`config.mk`:
```
export PLATFORM = sky130hd
export DESIGN_NAME = zynq_shell_top
export DESIGN_NICKNAME = d
export VERILOG_FILES = /design/src/design/zynq_shell_pkg.sv /design/src/design/shell_csr_file.sv /design/src/design/zynq_addr_remap.sv /design/src/design/mem_region_decoder.sv /design/src/design/mem_profile_bank.sv /design/src/design/zynq_shell_top.sv
export SDC_FILE = /design/constraint.sdc
export NUM_CORES = 1
export LEC_CHECK = 0
export BUFFER_PORTS_ARGS = -buffer_cell sky130_fd_sc_hd__clkbuf_2
export CORE_MARGIN = 2
export CORE_UTILIZATION = 56
export DETAILED_ROUTE_END_ITERATION = 7
export PLACE_DENSITY = 0.79
export SETUP_SLACK_MARGIN = 0.2
export SYNTH_ARGS = -nofsm -noshare
export SYNTH_HDL_FRONTEND = slang
export SYNTH_SLANG_ARGS = --single-unit
```
`constraint.sdc`:
```
create_clock -name aclk_i -period 3.65 [get_ports aclk_i]
set_clock_uncertainty 0.15 [all_clocks]
set_input_delay 0.1825 -clock aclk_i [delete_from_list [all_inputs] [get_ports aclk_i]]
set_output_delay 0.1825 -clock aclk_i [all_outputs]
set_load 0.01 [all_outputs]
```
`src/design/zynq_shell_pkg.sv`:
```
package zynq_shell_pkg;

   // word widths of the ARM register port, the GP1 window and the processor side
   localparam int unsigned axil_data_width_lp = 32;
   localparam int unsigned host_addr_width_lp = 30;
   localparam int unsigned bp_addr_width_lp   = 32;

   // the register map is eight words deep
   localparam int unsigned csr_addr_width_lp = 3;

   // 128 profiler regions of 8 MiB each, covering the low 1 GiB of the address
   localparam int unsigned region_width_lp = 7;
   localparam int unsigned bank_width_lp   = 32;
   localparam int unsigned num_banks_lp    = 4;
   localparam int unsigned region_lsb_lp   = 23;

   typedef logic [axil_data_width_lp-1:0] axil_data_t;

   // the GP1 port drops the top two address bits before they reach the fabric
   typedef logic [host_addr_width_lp-1:0] host_addr_t;

   typedef logic [bp_addr_width_lp-1:0]   bp_addr_t;
   typedef logic [csr_addr_width_lp-1:0]  csr_addr_t;
   typedef logic [region_width_lp-1:0]    region_idx_t;
   typedef logic [bank_width_lp-1:0]      bank_hits_t;

   // DRAM starts here in the processor's physical map
   localparam bp_addr_t bp_dram_base_lp = 32'h8000_0000;

   // 120 MiB, anything at or past this offset is outside the allocation
   localparam bp_addr_t dram_limit_lp = 32'h0780_0000;

   // register map, in words
   // 0 holds the core reset in bit 0, low keeps the core in reset
   // 1 is set by software once the DRAM window is allocated
   // 2 is the physical base of that window on the ARM side
   // 3 to 6 return the profiler banks and are read only
   localparam csr_addr_t csr_reset_lp      = 3'd0;
   localparam csr_addr_t csr_dram_alloc_lp = 3'd1;
   localparam csr_addr_t csr_dram_base_lp  = 3'd2;
   localparam csr_addr_t csr_prof0_lp      = 3'd3;

endpackage

```
`src/design/shell_csr_file.sv`:
```
module shell_csr_file
  (input  logic                                                         aclk_i
   , input  logic                                                       rst_n_i

   , input  logic                                                       csr_wr_v_i
   , input  zynq_shell_pkg::csr_addr_t                                  csr_wr_addr_i
   , input  zynq_shell_pkg::axil_data_t                                 csr_wr_data_i

   , input  logic                                                       csr_rd_v_i
   , input  zynq_shell_pkg::csr_addr_t                                  csr_rd_addr_i
   , output zynq_shell_pkg::axil_data_t                                 csr_rd_data_o
   , output logic                                                       csr_rd_v_o

   , input  zynq_shell_pkg::bank_hits_t [zynq_shell_pkg::num_banks_lp-1:0] prof_words_i

   , output zynq_shell_pkg::bp_addr_t                                   dram_base_o
   , output logic                                                       core_reset_o
   );

   zynq_shell_pkg::axil_data_t reset_r;
   zynq_shell_pkg::axil_data_t alloc_r;
   zynq_shell_pkg::axil_data_t base_r;

   zynq_shell_pkg::axil_data_t rd_mux;
   zynq_shell_pkg::axil_data_t rd_data_r;
   logic                       rd_v_r;

   // only the three low words are writable, the profiler words ignore writes
   always_ff @(posedge aclk_i or negedge rst_n_i)
   begin
      if (!rst_n_i)
      begin
         reset_r <= '0;
         alloc_r <= '0;
         base_r  <= '0;
      end
      else if (csr_wr_v_i)
      begin
         case (csr_wr_addr_i)
            zynq_shell_pkg::csr_reset_lp:      reset_r <= csr_wr_data_i;
            zynq_shell_pkg::csr_dram_alloc_lp: alloc_r <= csr_wr_data_i;
            zynq_shell_pkg::csr_dram_base_lp:  base_r  <= csr_wr_data_i;
            default:                           ;
         endcase
      end
   end

   // the core sits in reset until software sets bit 0, and again whenever the
   // shell itself is reset, so a new program can start without a new bitstream
   assign core_reset_o = ~rst_n_i | ~reset_r[0];

   assign dram_base_o = base_r;

   always_comb
   begin
      rd_mux = '0;
      case (csr_rd_addr_i)
         zynq_shell_pkg::csr_reset_lp:      rd_mux = reset_r;
         zynq_shell_pkg::csr_dram_alloc_lp: rd_mux = alloc_r;
         zynq_shell_pkg::csr_dram_base_lp:  rd_mux = base_r;
         default:
         begin
            // profiler banks follow the base register in index order
            for (int b = 0; b < zynq_shell_pkg::num_banks_lp; b++)
            begin
               if (csr_rd_addr_i == zynq_shell_pkg::csr_prof0_lp + b)
               begin
                  rd_mux = prof_words_i[b];
               end
            end
         end
      endcase
   end

   always_ff @(posedge aclk_i or negedge rst_n_i)
   begin
      if (!rst_n_i)
      begin
         rd_v_r <= 1'b0;
      end
      else
      begin
         rd_v_r <= csr_rd_v_i;
      end
   end

   // the selected word is captured on each read strobe and held between reads
   always_ff @(posedge aclk_i)
   begin
      if (csr_rd_v_i)
      begin
         rd_data_r <= rd_mux;
      end
   end

   assign csr_rd_data_o = rd_data_r;
   assign csr_rd_v_o    = rd_v_r;

   // every response pulse answers a strobe from the cycle before
   a_rd_resp_follows_strobe: assert property (@(posedge aclk_i) disable iff (!rst_n_i)
      !csr_rd_v_i |=> !csr_rd_v_o);

endmodule

```
`src/design/zynq_addr_remap.sv`:
```
module zynq_addr_remap
  (input  logic                       aclk_i

   , input  zynq_shell_pkg::host_addr_t host_awaddr_i
   , input  zynq_shell_pkg::host_addr_t host_araddr_i
   , output zynq_shell_pkg::bp_addr_t   bp_host_awaddr_o
   , output zynq_shell_pkg::bp_addr_t   bp_host_araddr_o

   , input  logic                       dram_awvalid_i
   , input  zynq_shell_pkg::bp_addr_t   dram_awaddr_i
   , input  logic                       dram_arvalid_i
   , input  zynq_shell_pkg::bp_addr_t   dram_araddr_i
   , input  zynq_shell_pkg::bp_addr_t   dram_base_i

   , output zynq_shell_pkg::bp_addr_t   m00_awaddr_o
   , output zynq_shell_pkg::bp_addr_t   m00_araddr_o
   , output logic                       dram_range_err_o
   );

   zynq_shell_pkg::bp_addr_t aw_offset;
   zynq_shell_pkg::bp_addr_t ar_offset;

   // GP1 window 0x0xxx_xxxx lands on processor DRAM at 0x8xxx_xxxx, and
   // 0x2xxx_xxxx lands on the processor's local space at 0x0xxx_xxxx
   assign bp_host_awaddr_o = {~host_awaddr_i[29], 3'b000, host_awaddr_i[27:0]};
   assign bp_host_araddr_o = {~host_araddr_i[29], 3'b000, host_araddr_i[27:0]};

   // xor removes the processor DRAM base since it is a single aligned bit
   assign aw_offset = dram_awaddr_i ^ zynq_shell_pkg::bp_dram_base_lp;
   assign ar_offset = dram_araddr_i ^ zynq_shell_pkg::bp_dram_base_lp;

   // then the offset moves into the block that Linux allocated on the ARM side
   assign m00_awaddr_o = aw_offset + dram_base_i;
   assign m00_araddr_o = ar_offset + dram_base_i;

   // a request past the allocation is flagged, not blocked
   assign dram_range_err_o = (dram_awvalid_i && (aw_offset >= zynq_shell_pkg::dram_limit_lp))
                           | (dram_arvalid_i && (ar_offset >= zynq_shell_pkg::dram_limit_lp));

   // the window translation leaves the 256 MiB page offset alone and
   // always clears the three bits between it and the window select
   a_host_offset_kept: assert property (@(posedge aclk_i)
      !$isunknown({host_awaddr_i, host_araddr_i}) |->
         (bp_host_awaddr_o[27:0] == host_awaddr_i[27:0])
         && (bp_host_araddr_o[27:0] == host_araddr_i[27:0])
         && (bp_host_awaddr_o[30:28] == 3'b000)
         && (bp_host_araddr_o[30:28] == 3'b000));

endmodule

```
`src/design/mem_region_decoder.sv`:
```
module mem_region_decoder
  (input  logic                                                         dram_awvalid_i
   , input  zynq_shell_pkg::bp_addr_t                                   dram_awaddr_i
   , input  logic                                                       dram_arvalid_i
   , input  zynq_shell_pkg::bp_addr_t                                   dram_araddr_i
   , output zynq_shell_pkg::bank_hits_t [zynq_shell_pkg::num_banks_lp-1:0] bank_hits_o
   );

   localparam int unsigned num_regions_lp =
      zynq_shell_pkg::num_banks_lp * zynq_shell_pkg::bank_width_lp;

   zynq_shell_pkg::region_idx_t aw_region;
   zynq_shell_pkg::region_idx_t ar_region;

   logic [num_regions_lp-1:0] aw_hot;
   logic [num_regions_lp-1:0] ar_hot;
   logic [num_regions_lp-1:0] all_hits;

   // address bits 29 down to 23 pick the 8 MiB region, the DRAM base bit
   // above them is ignored so the map starts at region 0
   assign aw_region = dram_awaddr_i[zynq_shell_pkg::region_lsb_lp
                                    +: zynq_shell_pkg::region_width_lp];
   assign ar_region = dram_araddr_i[zynq_shell_pkg::region_lsb_lp
                                    +: zynq_shell_pkg::region_width_lp];

   // one-hot per channel, zero when the channel is idle
   assign aw_hot = num_regions_lp'(dram_awvalid_i) << aw_region;
   assign ar_hot = num_regions_lp'(dram_arvalid_i) << ar_region;

   // a write and a read may touch two regions in the same cycle
   assign all_hits = aw_hot | ar_hot;

   // bank n carries regions 32n to 32n+31
   always_comb
   begin
      for (int b = 0; b < zynq_shell_pkg::num_banks_lp; b++)
      begin
         bank_hits_o[b] = all_hits[b*zynq_shell_pkg::bank_width_lp
                                   +: zynq_shell_pkg::bank_width_lp];
      end
   end

endmodule

```
`src/design/mem_profile_bank.sv`:
```
module mem_profile_bank
  (input  logic                       aclk_i
   , input  logic                     rst_n_i
   , input  logic                     clear_i
   , input  zynq_shell_pkg::bank_hits_t hits_i
   , output zynq_shell_pkg::bank_hits_t touched_o
   );

   zynq_shell_pkg::bank_hits_t touched_r;

   // bits are sticky for the whole run of a program and only a core reset
   // starts the count over
   always_ff @(posedge aclk_i or negedge rst_n_i)
   begin
      if (!rst_n_i)
      begin
         touched_r <= '0;
      end
      else if (clear_i)
      begin
         touched_r <= '0;
      end
      else
      begin
         touched_r <= touched_r | hits_i;
      end
   end

   assign touched_o = touched_r;

   // without a clear, a region once marked stays marked
   a_no_falling_bit: assert property (@(posedge aclk_i) disable iff (!rst_n_i)
      !clear_i |=> ((touched_o & $past(touched_o)) == $past(touched_o)));

endmodule

```
`src/design/zynq_shell_top.sv`:
```
module zynq_shell_top
  (input  logic                       aclk_i
   , input  logic                     rst_n_i

   // register port from the ARM side
   , input  logic                       csr_wr_v_i
   , input  zynq_shell_pkg::csr_addr_t  csr_wr_addr_i
   , input  zynq_shell_pkg::axil_data_t csr_wr_data_i
   , input  logic                       csr_rd_v_i
   , input  zynq_shell_pkg::csr_addr_t  csr_rd_addr_i
   , output zynq_shell_pkg::axil_data_t csr_rd_data_o
   , output logic                       csr_rd_v_o

   // GP1 host window
   , input  zynq_shell_pkg::host_addr_t host_awaddr_i
   , input  zynq_shell_pkg::host_addr_t host_araddr_i
   , output zynq_shell_pkg::bp_addr_t   bp_host_awaddr_o
   , output zynq_shell_pkg::bp_addr_t   bp_host_araddr_o

   // DRAM requests from the processor and their relocated addresses
   , input  logic                       dram_awvalid_i
   , input  zynq_shell_pkg::bp_addr_t   dram_awaddr_i
   , input  logic                       dram_arvalid_i
   , input  zynq_shell_pkg::bp_addr_t   dram_araddr_i
   , output zynq_shell_pkg::bp_addr_t   m00_awaddr_o
   , output zynq_shell_pkg::bp_addr_t   m00_araddr_o

   , output logic                       dram_range_err_o
   , output logic                       core_reset_o
   );

   zynq_shell_pkg::bp_addr_t                                    dram_base;
   logic                                                        core_reset;
   zynq_shell_pkg::bank_hits_t [zynq_shell_pkg::num_banks_lp-1:0] bank_hits;
   zynq_shell_pkg::bank_hits_t [zynq_shell_pkg::num_banks_lp-1:0] prof_words;

   zynq_addr_remap i_remap
     (.aclk_i           (aclk_i)
      ,.host_awaddr_i   (host_awaddr_i)
      ,.host_araddr_i   (host_araddr_i)
      ,.bp_host_awaddr_o(bp_host_awaddr_o)
      ,.bp_host_araddr_o(bp_host_araddr_o)
      ,.dram_awvalid_i  (dram_awvalid_i)
      ,.dram_awaddr_i   (dram_awaddr_i)
      ,.dram_arvalid_i  (dram_arvalid_i)
      ,.dram_araddr_i   (dram_araddr_i)
      ,.dram_base_i     (dram_base)
      ,.m00_awaddr_o    (m00_awaddr_o)
      ,.m00_araddr_o    (m00_araddr_o)
      ,.dram_range_err_o(dram_range_err_o)
      );

   // the profiler watches the processor-side addresses before relocation
   mem_region_decoder i_decoder
     (.dram_awvalid_i(dram_awvalid_i)
      ,.dram_awaddr_i (dram_awaddr_i)
      ,.dram_arvalid_i(dram_arvalid_i)
      ,.dram_araddr_i (dram_araddr_i)
      ,.bank_hits_o   (bank_hits)
      );

   for (genvar b = 0; b < zynq_shell_pkg::num_banks_lp; b++)
   begin : g_bank
      mem_profile_bank i_bank
        (.aclk_i    (aclk_i)
         ,.rst_n_i  (rst_n_i)
         ,.clear_i  (core_reset)
         ,.hits_i   (bank_hits[b])
         ,.touched_o(prof_words[b])
         );
   end

   shell_csr_file i_csr
     (.aclk_i        (aclk_i)
      ,.rst_n_i      (rst_n_i)
      ,.csr_wr_v_i   (csr_wr_v_i)
      ,.csr_wr_addr_i(csr_wr_addr_i)
      ,.csr_wr_data_i(csr_wr_data_i)
      ,.csr_rd_v_i   (csr_rd_v_i)
      ,.csr_rd_addr_i(csr_rd_addr_i)
      ,.csr_rd_data_o(csr_rd_data_o)
      ,.csr_rd_v_o   (csr_rd_v_o)
      ,.prof_words_i (prof_words)
      ,.dram_base_o  (dram_base)
      ,.core_reset_o (core_reset)
      );

   assign core_reset_o = core_reset;

endmodule

```
==> impl_results.md <==
- Post-Syn Area per Cell: roughly 9.4 µm²
- Gate Count Post-Synth: 1691
- Final setup fails: 2
- First-pass GRT wire length: 79800 µm
- Worst-skew pair later-pin latency: 560 ps
- Final hold violations: 0
- Worst Hold Class: input port to async pin
- Period utilization: 102%
- Core Area: around 0.028 mm²
- R2R Setup Slk: 1720 ps
- Area growth, synth to finish: 18.0%
- Top-count cell post-synth: nor2_1
- Std cell rows: 61
- DRT antenna net count: 0
- PortBufs: 210
- Largest net degree at the start of global routing: 113
- CP Max Fanout: 2
- Arr. time, crit path: 3380 ps
- Yosys cell types: between 70 and 80
- Critical path required time: 3320 ps
- Sink Count: between 200 and 300
- Maximum level of the CTS H-tree: 1
- Most frequently used flop master after synthesis: dfrtp_1
- Relative slew slack: 32.3%
- Via density: 6.47
- Sequential cell area fraction in the yosys report: 41.4%
- Status: complete, but fails checks
- Layout cell share with drive strength beyond 1: 25.9%
- Root buffer cell: clkbuf_16
- Fin Setup TNS: -101 ps
- YS warnings: 0
- Synth cell count leaders: nor2_1, dfrtp_1, o22ai_1
- Global route overflow: 0
- NumNets Final: 2079
- DR iter-0 viols: 1572
- Vias in the first global route: 14.0k
- Syn Std Cell Area: 0.0159 mm²
- Type of origin of the critical path: flop
- Final Critical Period: roughly 3700 ps
- TritonCTS Buffers: 27
- Drt pass-1 iters: 6
- Final core occ: about two thirds
- Synth area leaders: dfrtp_1, mux2_2, edfxtp_1
- EDFF count, synth: 32
- Antenna violations before repair: 2
- WL final: 52200 µm
- # DRC: 0
- Unrepaired setup endpoints after global routing: yes
- Synth top area share: a little over a third
- # fillers: 2192
- Height of the die: 173 µm
- DP Worst Slack: 294 ps
- Global-route usage over all layers: between 30% and 40%
- Per-cell routed wire length: 23.2 µm
- Die W: ~170 µm
- Io pins: 331
- CTS clk-pin slew, worst paths: 60 ps
- Initial Util: ~57%
- Area of the multi-input gates: 0.00885 mm²
- Failing checks: setup timing
- Peak Freq: 270 MHz
- Synth area leader: dfrtp_1
- Slew of the pin with the lowest slew margin: between 1000 and 1500 ps
- Critical path class: flop to output port
- Synthesized flop and latch total: between 200 and 300
- Vias: around 15k
- HPWL Detailed: approximately 36000 µm
- Final Wtd Congestion: approximately 0.94
- Ys async rst share: between 80 and 90%
- Register area: approximately 0.0066 mm²
- Max Buffers Root-to-Sink: 3
- Leakage: about 8.2 nW
- Final Max Slew Viols: 0
- CTS tree: built
- Pwr/cell area: 533 mW/mm²
- Fin worst setup slack: -60.4 ps
- Max Cap Viol: 0
- VDD IR max: 341 µV
- Critical Path End Type: output port
- Die ar.: 0.0298 mm²
## worst max-delay path, cell delays in order (launching register included)
cell and delay [ps]:
dfrtp_1 410, ha_4 180, fa_2 340, a21o_1 220
a221oi_4 310, a2111oi_4 120, o31ai_1 260, nand2_1 110
or4_4 530, xor2_2 180, buf_2 160
## cells in the final DEF (no fill, tap or decap), types with 6 or more instances in the layout
cell / count
ha_1: 40
clkbuf_16: 27
ha_4: 12
inv_1: 57
conb_1: 6
a221oi_1: 9
clkbuf_2: 190
a211oi_1: 6
nor2_1: 227
o22a_1: 30
xor2_1: 17
a21o_1: 37
dlygate4sd3_1: 33
mux2_2: 99
and3_1: 18
dfrtp_1: 219
mux2_1: 29
o22ai_1: 124
edfxtp_1: 32
o21ai_1: 22
nand4_1: 12
xnor2_1: 33
buf_2: 18
a21oi_2: 11
ha_2: 10
nand3_1: 21
o21a_1: 9
nor3_1: 7
o21ai_0: 69
a21oi_1: 107
a22o_1: 32
nand2_1: 74
buf_4: 34
clkinv_2: 7
dfrtp_2: 6
nor2b_1: 9
nand3b_1: 7
mux2i_1: 32
## cell type report
cell class / instances / share of cell area, %
Multi-Input combinational cell: 1220 / 47.1
Sequential cell: 257 / 35.1
Timing Repair Buffer: 283 / 9.30
Clock buffer: 35 / 3.97
Tap cell: 378 / 2.52
Inverter: 58 / 1.16
Clock inverter: 14 / 0.740
Antenna cell: 2 / 0.0267
## where the power goes
part	switching, mW	leakage, nW	internal [mW]	total (mW)
combinational	2.20	4.46	1.62	3.83
clock	1.16	0.439	1.59	2.74
sequential	0.252	3.27	3.18	3.44
total	3.61	8.17	6.39	10.0
## cell families (layout without fill, tap and decap cells)
| kind of cell | Yosys count | in the layout | share of synthesized area (%) |
|---|---|---|---|
| AO/OA/AOI/OAI | 524 | 524 | 21.4 |
| AND/OR/NAND/NOR | 412 | 412 | 11.4 |
| flip-flops | 257 | 257 | 41.4 |
| buffers and inverters | 219 | 390 | 6.65 |
| multiplexers | 160 | 160 | 11.1 |
| adder cells (fa/ha/maj) | 64 | 64 | 5.13 |
| XOR/XNOR | 54 | 54 | 2.97 |
| other | 1 | 8 | 0.0236 |
## metal layers
metal  vias up  global-route usage [%]  share of wire, %
met5         -                       0                 0
met4         0                    15.8               5.1
met3       185                    5.28               8.2
met2       849                    55.2                47
met1      7071                    43.5                39
li1       6427                       -                 -
## registers in the layout, indices dropped and copies added, names as in the netlist
register                 flops
i_csr.alloc_r               32
i_csr.dram_base_o           32
i_csr.csr_rd_data_o         32
g_bank.i_bank.touched_o    128
i_csr.reset_r               32
i_csr.csr_rd_v_o             1
## final timing paths
kind	startpoint	end	cells past startpoint
hold reg to reg	g_bank[2].i_bank.touched_o[25]$_DFF_PN0_	g_bank[2].i_bank.touched_o[25]$_DFF_PN0_	2
hold / removal	rst_n_i	g_bank[0].i_bank.touched_o[1]$_DFF_PN0_	2
setup / recovery	i_csr.dram_base_o[0]$_DFFE_PN0P_	m00_araddr_o[24]	10
setup reg to reg	i_csr.reset_r[0]$_DFFE_PN0P_	g_bank[0].i_bank.touched_o[28]$_DFF_PN0_	3
max in group asynchronous	rst_n_i	i_csr.alloc_r[26]$_DFFE_PN0P_	3
min in group aclk_i	dram_araddr_i[28]	g_bank[2].i_bank.touched_o[31]$_DFF_PN0_	4
## timing repair
| item | CTS | global route |
|---|---|---|
| setup endpoints to repair | 27 | 32 |
| cloned | 0 | 0 |
| gates resized for setup | 45 | 77 |
| pin swaps | 30 | 34 |
| endpoints found under the hold margin | 168 | 0 |
| hold buffers | 33 | 0 |
| buffers inserted | 9 | 10 |
## per-stage QoR
stage | instances | hold WS (ps) | total power, mW | instance area (µm²)
2_1_floorplan | 1696 | -263 | 5.63 | 15900
3_3_place_gp | 2144 | 11.1 | 6.75 | 16900
5_1_grt | 2246 | 46.4 | 10.4 | 18800
4_1_cts | 2235 | 24.0 | 9.74 | 18400
3_5_place_dp | 2144 | 16.6 | 6.81 | 16900
6_report | 2247 | 18.7 | 10.0 | 18800
Power figures use the tool's default switching activity.
